File: src/hw/cache_consts.svh
/* sizes for the L1 subsystem; word addresses are tag, index and offset packed into 10 bits
   WB_DEPTH must be a power of two of at least 2 */
`ifndef CACHE_CONSTS_SVH
`define CACHE_CONSTS_SVH

// data word and line shape
`define L1_WORD_BITS 32
`define L1_LINE_WORDS 2
`define L1_OFFSET_BITS 1

// set-associative geometry, 16 sets of 2 ways
`define L1_INDEX_BITS 4
`define L1_TAG_BITS 5
`define L1_WAYS 2

// backing store depth in words
`define MEM_WORDS 1024

// evicted lines waiting for memory
`define WB_DEPTH 2

`endif
File: src/hw/cache_types_pkg.sv
/* line format and controller states of the L1 cache; sizes come from cache_consts.svh */
`include "cache_consts.svh"

package cache_types_pkg;

	typedef logic [`L1_WORD_BITS-1:0] word_t;
	typedef logic [`L1_TAG_BITS-1:0] tag_t;
	typedef logic [$clog2(`L1_WAYS)-1:0] lru_t;

	// word address as seen on every port
	typedef logic [`L1_TAG_BITS+`L1_INDEX_BITS+`L1_OFFSET_BITS-1:0] addr_t;

	// lru 0 is the most recently used way
	typedef struct packed {
		lru_t lru;
		tag_t tag;
		logic valid;
		logic dirty;
		word_t [`L1_LINE_WORDS-1:0] data;
	} line_t;

	typedef enum logic [2:0] {
		IDLE,
		LOOKUP,
		EVICT,
		FILL_REQ,
		FILL_WAIT,
		RESPOND,
		RELEASE
	} cache_state_t;

endpackage

File: src/hw/writeback_buffer.sv
/* FIFO of evicted dirty lines; a push is acked only when there is room
   drain_req drops as soon as drain_ack rises and returns once ack is low */
`timescale 1ns/1ps
`include "cache_consts.svh"

module writeback_buffer (
	input  logic                   bus,
	input  logic                   reset,
	input  logic                   wb_req,
	input  cache_types_pkg::line_t wb_line,
	input  cache_types_pkg::addr_t wb_addr,
	output logic                   wb_ack,
	output logic                   drain_req,
	output cache_types_pkg::line_t drain_line,
	output cache_types_pkg::addr_t drain_addr,
	input  logic                   drain_ack
);

	localparam int PTR_W = $clog2(`WB_DEPTH);

	cache_types_pkg::line_t lines [`WB_DEPTH];
	cache_types_pkg::addr_t addrs [`WB_DEPTH];

	logic [PTR_W-1:0] wr_ptr;
	logic [PTR_W-1:0] rd_ptr;
	logic [PTR_W:0] count;
	logic drain_ack_q;
	logic push;
	logic pop;

	assign push = wb_req && !wb_ack && (count != (PTR_W+1)'(`WB_DEPTH));
	// one pop per drain handshake, on the rising edge of its ack
	assign pop = drain_ack && !drain_ack_q;

	// head entry is offered until memory has taken it
	assign drain_req = (count != '0) && !drain_ack;
	assign drain_line = lines[rd_ptr];
	assign drain_addr = addrs[rd_ptr];

	always_ff @(posedge bus) begin
		if (!reset) begin
			wb_ack <= 1'b0;
			wr_ptr <= '0;
			rd_ptr <= '0;
			count <= '0;
			drain_ack_q <= 1'b0;
		end else begin
			drain_ack_q <= drain_ack;
			if (push)
				wb_ack <= 1'b1;
			else if (!wb_req)
				wb_ack <= 1'b0;
			if (push)
				wr_ptr <= wr_ptr + 1'b1;
			if (pop)
				rd_ptr <= rd_ptr + 1'b1;
			count <= count + (PTR_W+1)'(push) - (PTR_W+1)'(pop);
		end
	end

	always_ff @(posedge bus) begin
		if (push) begin
			lines[wr_ptr] <= wb_line;
			addrs[wr_ptr] <= wb_addr;
		end
	end

endmodule

File: config.mk
export PLATFORM = sky130hd
export DESIGN_NAME = writeback_buffer
export DESIGN_NICKNAME = d
export VERILOG_FILES = /design/src/hw/cache_types_pkg.sv /design/src/hw/writeback_buffer.sv
export VERILOG_INCLUDE_DIRS = /design/src /design/src/hw
export SDC_FILE = /design/constraint.sdc
export NUM_CORES = 1
export LEC_CHECK = 0
export BUFFER_PORTS_ARGS = -buffer_cell sky130_fd_sc_hd__buf_2
export CORE_ASPECT_RATIO = 2
export CORE_UTILIZATION = 56
export CTS_CLUSTER_DIAMETER = 50
export DETAILED_ROUTE_END_ITERATION = 10
export HOLD_SLACK_MARGIN = 0.1
export PLACE_DENSITY = 0.94
export SYNTH_ARGS = -nofsm -noshare
export SYNTH_HDL_FRONTEND = slang
export SYNTH_SLANG_ARGS = --single-unit
File: constraint.sdc
create_clock -name bus -period 12.35 [get_ports bus]
set_input_delay 1.8525 -clock bus [delete_from_list [all_inputs] [get_ports bus]]
set_output_delay 1.8525 -clock bus [all_outputs]
set_load 0.01 [all_outputs]
==> summary.md, run 1 <==
| Metric | Value |
|---|---|
| Status | `completed` |
| Via count of the first global-routing pass | `roughly 3500` |
| Final wirelength | `between 10 and 15 mm` |
| Sort of element at the end of the critical path | `output port` |
| DRT antenna net count | `0` |
| Routed vias | `3223` |
| RSZ-0062 raised after global routing | `no` |
| Max Slew Vio Count | `0` |
| Number of clock sinks | `between 150 and 200` |
| Highest achievable clock rate | `approximately 0.24 GHz` |
| Class of the most critical hold timing path | `reg -> reg` |
| Critical path's most frequent cell | `buf_2` |
| Routed WL per cell | `18.3 um` |
| Top post-synthesis cells by area | `edfxtp_1, mux2_2, dfxtp_1` |
| Endpoints failing hold | `0` |
| Number of standard cells in the final layout excluding fillers | `around 630` |
| Fin nets | `around 560` |
| Horiz. Die Dim | `approximately 77 um` |
| Cell chain of the critical path | `buf_2, nor2_1, buf_2` |
| Buffer count from post-CTS setup fixing | `0` |
| Ratio of final minimum period to clock period | `0.331` |
| Ratio of cells with drive above 1 in the final layout | `0.590` |
| Cell taking the most area after synthesis | `edfxtp_1` |
| Die outline height | `between 150 and 200 um` |
| Sequential cell area fraction in the yosys report | `0.813` |
| Dpl hpwl | `7.71 mm` |
| Total non-filler cell area in the finished layout | `between 7000 and 8000 um2` |
| Buffers added on ports | `roughly 170` |
| Total Die Area | `about 12000 um2` |
| Area overhead of the layout relative to synthesis | `24.5%` |
| Later-pin clock latency in the skew report | `410 ps` |
| Initial core utilization | `0.572` |
| Final hold slack | `517 ps` |
| Warnings, synthesis | `0` |
| Dpl cell area | `between 7000 and 8000 um2` |
| Vias per cell | `a little over 5` |
| Synthesized instance count | `289` |
| Slew margin rel. | `0.287` |
| Clk root buf | `clkbuf_16` |
| Number of max-cap violations | `0` |
| Final number of setup-violating endpoints | `0` |
| Initial DRC Count | `roughly 150` |
| Initial antenna violation count | `0` |
| Slew at the pin closest to its max-slew limit | `approximately 1100 ps` |
| Placeable core area | `between 10000 and 15000 um2` |
| Gr ovfl total | `0` |
| Highest fanout seen on the critical path | `3` |
| Maximum number of pins on one net before global-route repair | `83` |
| Share of the synthesized area in the top cell type | `0.791` |
| Avg Inst Size Synth | `approximately 22 um2` |
| Buffers plus inverters on the worst setup path | `2` |
| Tot GR Track Use | `0.201` |
| Post-Place Worst Slack | `8260 ps` |
| Seq cells post-synth | `between 150 and 200` |
| Total instance count after detailed placement | `591` |
| Highest-delay cell along the critical path | `buf_2` |
| Mapped Area | `approximately 6200 um2` |
| Leak | `just under 3 nW` |
| Number of top-level design ports | `170` |
| Signal arrival time at the worst endpoint | `around 2200 ps` |
| Post-CTS sizing | `0` |
| Min Tclk post-route | `around 4100 ps` |
| Critical Path Source Type | `input pin` |
| Level count of the clock H-tree | `4` |
| TritonCTS buffer count | `17` |
| Net Count, Synth | `between 300 and 400` |
| Worst Setup Slack, final | `roughly 8300 ps` |
| Clock transition at the register clock pins on the worst setup and hold paths after CTS | `~60 ps` |
| Post-Route Setup TNS | `0 ps` |
| Sum of internal, switching and leakage power | `about 1.4 mW` |
| Power density relative to cell area | `approximately 180 nW/um2` |
| CTS max path bufs | `2` |
| DRC violations left | `0` |
| Type of the setup path with the least slack | `in -> out` |
| Wire length of the first global-routing pass | `16.7 mm` |
| Worst supply voltage drop on vdd | `~0.14 mV` |
| # rows | `54` |
| Fraction of the core area covered by cells at the end of the flow | `0.713` |
| First drt pass iteration count | `4` |
| Worst path max stage delay | `150 ps` |
| Worst clock skew | `between 10 and 15 ps` |
| Hold bufs inserted after CTS | `0` |
| Critical Path RT | `10500 ps` |
| CTS tree | `yes` |
| Filler cell count in the final layout | `around 660` |
| Family of cells with the greatest summed delay on the critical path | `buffers and inverters` |
| Number of library cell types mapped by synthesis | `19` |
| GP Congestion | `between 0.7 and 0.8` |
## cell usage after synthesis
| cell type | count |
|---|---|
| a21oi_1 | 1 |
| and2_0 | 1 |
| and2_1 | 2 |
| and2b_1 | 1 |
| buf_2 | 1 |
| buf_4 | 8 |
| dfxtp_1 | 7 |
| edfxtp_1 | 164 |
| ha_1 | 1 |
| inv_1 | 3 |
| mux2_2 | 83 |
| nand2b_1 | 3 |
| nor2_1 | 6 |
| nor2b_4 | 1 |
| o211a_1 | 1 |
| o21ai_0 | 1 |
| o21ai_1 | 1 |
| or3_1 | 1 |
| xnor2_1 | 3 |
## area by class of cell
cell class	instances	area (um2)	area share
clock buffers	21	440	0.0568
multi-input cells	106	1090	0.141
inverters	3	12.5	0.00161
diodes	2	5.00	0.000645
repair buffers	171	861	0.111
well taps	140	175	0.0226
clock inverters	11	97.6	0.0126
flip-flops and latches	171	5070	0.654
## cells by family after synthesis
group                    Yosys count  share of synthesized area
multiplexers                      83                      0.150
AND/OR/NAND/NOR                   15                     0.0141
AO/OA/AOI/OAI                      4                    0.00402
adder cells (fa/ha/maj)            1                    0.00201
XOR/XNOR                           3                    0.00422
flip-flops                       171                      0.813
buffers and inverters             12                     0.0123
## routing by layer
layer	global-route usage	share of wire
met5	0	0
met4	0.125	0.033
met3	0.0530	0.043
met2	0.401	0.61
met1	0.170	0.31
## cells in the final DEF, fill, tap and decap left out
master and count:
clkbuf_1 4, and2b_1 1, o21ai_1 1, dfxtp_4 1, buf_4 2, xnor2_1 3
clkbuf_16 17, or3_1 1, inv_1 2, nor2b_4 1, clkinv_2 4, clkinvlp_4 3
edfxtp_1 164, and2_1 2, diode_2 2, and2_0 1, nor2_1 5, buf_2 169
inv_6 1, nor2_4 1, ha_1 1, o21ai_0 1, dfxtp_1 6, clkinv_1 1
nand2b_1 3, clkinv_4 2, o211a_1 1, a21oi_1 1, bufinv_16 1, mux2_2 83
## registers in the layout (all words and copies together), names as in the netlist, named ones only
signal	flops
drain_ack_q	1
count	2
lines	144
wb_ack	1
addrs	20
rd_ptr	1
wr_ptr	1
## power breakdown
| group | internal [mW] | switching, mW | total, mW |
|---|---|---|---|
| Sequential | 0.708 | 0.0257 | 0.734 |
| Combinational | 0.0884 | 0.103 | 0.192 |
| Clock | 0.277 | 0.201 | 0.478 |
## worst register-to-register path, cell delays in order, from the launching register on
cell and delay [ps]:
dfxtp_1 420, nand2b_1 180, nand2b_1 130, nor2_4 490, buf_4 750
## final timing paths
check            start           end  slack (ps)  cells after the start
max          drain_ack     drain_req        8270                      3
min reg2reg     wr_ptr        wr_ptr         520                      2
max reg2reg   count[0]  lines[1][27]        9970                      4
min             wr_ptr        wr_ptr         520                      2
Note: power is estimated with default switching activity, not from simulation.
==> run 2: changes to the inputs <==
--- a/config.mk
+++ b/config.mk
@@ -6,13 +6,14 @@
 export SDC_FILE = /design/constraint.sdc
 export NUM_CORES = 1
 export LEC_CHECK = 0
+export ABC_AREA = 1
 export BUFFER_PORTS_ARGS = -buffer_cell sky130_fd_sc_hd__buf_2
 export CORE_ASPECT_RATIO = 2
-export CORE_UTILIZATION = 56
+export CORE_UTILIZATION = 47
 export CTS_CLUSTER_DIAMETER = 50
 export DETAILED_ROUTE_END_ITERATION = 10
 export HOLD_SLACK_MARGIN = 0.1
-export PLACE_DENSITY = 0.94
+export PLACE_DENSITY = 0.84
 export SYNTH_ARGS = -nofsm -noshare
 export SYNTH_HDL_FRONTEND = slang
 export SYNTH_SLANG_ARGS = --single-unit
==> constraint.sdc (replaced) <==
create_clock -name bus -period 3.39 [get_ports bus]
set_input_delay 0.5085 -clock bus [delete_from_list [all_inputs] [get_ports bus]]
set_output_delay 0.5085 -clock bus [all_outputs]
set_load 0.01 [all_outputs]
==> run 2 against run 1 <==
Net effect:
- highest routed layer is now met5
- first-iteration DRC count shrank 8.6%
- register-to-register slack got worse by 8500 ps
- total power grew to 3.6 times the previous value
- die area is 26% higher
- sequential power grew to 3.5 times the previous value
- global-route usage fell by 2.8 points
==> summary.md, run 2 <==
| Metric | Value |
|---|---|
| Number of max-cap violations | `0` |
| Initial DRC Count | `roughly 140` |
| Worst clock skew | `about 9.9 ps` |
| Number of library cell types mapped by synthesis | `15` |
| Initial core utilization | `0.479` |
| Worst supply voltage drop on vdd | `between 0.3 and 0.4 mV` |
| Post-CTS sizing | `0` |
| Placeable core area | `13800 um2` |
| Critical Path RT | `approximately 2900 ps` |
| Max Slew Vio Count | `0` |
| Hold bufs inserted after CTS | `0` |
| Leak | `between 3 and 4 nW` |
| Number of top-level design ports | `170` |
| Final hold slack | `about 290 ps` |
| Mapped Area | `between 6000 and 7000 um2` |
| Signal arrival time at the worst endpoint | `between 2000 and 2500 ps` |
| Post-Route Setup TNS | `0 ps` |
| Number of standard cells in the final layout excluding fillers | `~700` |
| Commonest non-fill, non-tap cell in the layout | `buf_2` |
| Later-pin clock latency in the skew report | `400 ps` |
| Routed vias | `3294` |
| Endpoints failing hold | `0` |
| Fin nets | `about 570` |
| Avg Inst Size Synth | `about 22 um2` |
| Share of total power in the clock network | `0.361` |
| Top post-synthesis cells by area | `edfxtp_1, mux2_4, buf_12` |
| Seq cells post-synth | `171` |
| Reg2Reg Depth | `5` |
| Area overhead of the layout relative to synthesis | `23.5%` |
| DRT antenna net count | `0` |
| Status | `completed` |
| Highest-delay cell along the critical path | `dfxtp_4` |
| RSZ-0062 raised after global routing | `no` |
| Initial antenna violation count | `4` |
| Number of clock sinks | `around 170` |
| Reg-to-reg slack, setup | `between 1000 and 1500 ps` |
| Warnings, synthesis | `0` |
| Family of cells with the greatest summed delay on the critical path | `flip-flops` |
| Cells on Worst Hold Path | `1` |
| Via count of the first global-routing pass | `3489` |
| Final number of setup-violating endpoints | `0` |
| CTS tree | `yes` |
| Type of the setup path with the least slack | `reg -> out` |
| Flip-flop count of the largest register after layout | `between 100 and 150` |
| Slew at the pin closest to its max-slew limit | `~670 ps` |
| Cell with the most instances after synthesis | `edfxtp_1` |
| Sum of internal, switching and leakage power | `between 5 and 6 mW` |
| Number of synthesized flops with an enable pin | `approximately 160` |
| Total instance count after detailed placement | `approximately 650` |
| Horiz. Die Dim | `about 86 um` |
| Most frequent cells in the layout | `buf_2, edfxtp_1, mux2_4` |
| Ratio of cells with drive above 1 in the final layout | `0.582` |
| Worst path max stage delay | `a little under 800 ps` |
| Maximum number of pins on one net before global-route repair | `69` |
| Clk root buf | `clkbuf_16` |
| End point of the most critical hold path | `lines[1][67]` |
| Buffers plus inverters on the worst setup path | `2` |
| Cell taking the most area after synthesis | `edfxtp_1` |
| Asr flop ratio synth | `0` |
| Buffers added on ports | `~170` |
| Buffer count from post-CTS setup fixing | `0` |
| # rows | `around 60` |
| DRC violations left | `0` |
| Sequential cell area fraction in the yosys report | `0.765` |
| Clock transition at the register clock pins on the worst setup and hold paths after CTS | `about 60 ps` |
| Launch instance of the worst register-to-register path | `count[0]` |
| Combinational share of power | `0.125` |
| Slew margin rel. | `0.554` |
| Highest fanout seen on the critical path | `35` |
| HP Start | `wb_line[67]` |
| Filler cell count in the final layout | `around 1000` |
| Top flip-flop cell by instance count after synthesis | `edfxtp_1` |
| Level count of the clock H-tree | `4` |
| Critical Path Source Type | `flip-flop` |
| Synthesized instance count | `298` |
| P_sw | `1.12 mW` |
| Share of the synthesized area in the top cell type | `0.744` |
| Routed WL per cell | `around 18 um` |
| Register with the most flip-flops | `lines` |
| TritonCTS buffer count | `17` |
| Fraction of power consumed by sequential logic | `0.514` |
| Total Die Area | `approximately 15000 um2` |
| Class of the most critical hold timing path | `in -> reg` |
| Tot GR Track Use | `0.173` |
| Net Count, Synth | `between 300 and 400` |
| GP Congestion | `between 0.7 and 0.8` |
| Most numerous cell types in the synthesized netlist | `edfxtp_1, mux2_4, inv_1, nand2_1, buf_12` |
| Power density relative to cell area | `roughly 610 nW/um2` |
| Ratio of final minimum period to clock period | `0.771` |
| Highest achievable clock rate | `0.382 GHz` |
| Min Tclk post-route | `approximately 2600 ps` |
| Cell chain of the critical path | `buf_4, mux2_4, buf_2` |
| Dpl hpwl | `between 8 and 9 mm` |
| Fraction of power spent switching nets | `0.223` |
| Wire length of the first global-routing pass | `between 15 and 20 mm` |
| Final wirelength | `12.3 mm` |
| Top Registers | `lines x144, addrs x20, count x2` |
| Gr ovfl total | `0` |
| First drt pass iteration count | `4` |
| Cell internal power dissipation | `3.90 mW` |
| Vias per cell | `4.82` |
| Terminus of the critical flop-to-flop path | `lines[1][15]` |
| Die outline height | `approximately 170 um` |
| Sort of element at the end of the critical path | `output port` |
| CTS max path bufs | `2` |
## run 2: per-layer routing
metal	global-route usage	wire (um)
met5	0	13
met4	0.107	409
met3	0.0485	501
met2	0.326	7280
met1	0.159	4090
## run 2: how the worst max path moves through the flow
stage | end | startpoint | depth (start not counted)
floorplan | addrs[1][0] | wb_req | 4
global placement | drain_line[22] | flip-flop | 3
detailed placement | lines[1][10] | wb_req | 6
CTS | drain_line[57] | flip-flop | 3
global route | drain_line[58] | flip-flop | 3
finish | drain_line[50] | flip-flop | 3
## run 2: logic make-up after synthesis
logic type,count (synthesis),share of synthesized area
compound gates,6,0.00491
xor+xnor,1,0.00132
fa+ha+maj,1,0.00189
buf+inv,20,0.0321
flops,171,0.765
mux,82,0.185
simple gates,17,0.00983
## run 2: final cells by class
class                   count  area, um2  area share
flip-flops and latches    171       5070       0.620
repair buffers            174        908       0.111
well taps                 189        236      0.0289
clock inverters            12        126      0.0155
clock buffers              18        429      0.0525
inverters                  11       41.3     0.00505
diodes                      2       5.00    0.000612
multi-input cells         107       1360       0.166
## run 2: per-stage QoR
stage,setup WS [ps],area [um2],util
finish,775,8170,0.592
global route,672,8170,0.591
CTS,714,8170,0.591
detailed placement,1150,7610,0.551
global placement,1220,7610,0.551
floorplan,36.4,6630,-
## run 2: power groups by stage
stage	registers [mW]	clock network [mW]	logic (mW)
detailed placement	2.63	0	0.637
global route	2.59	1.94	0.676
floorplan	2.60	0	0.427
finish	2.58	1.81	0.629
global placement	2.61	0	0.615
CTS	2.58	1.87	0.639
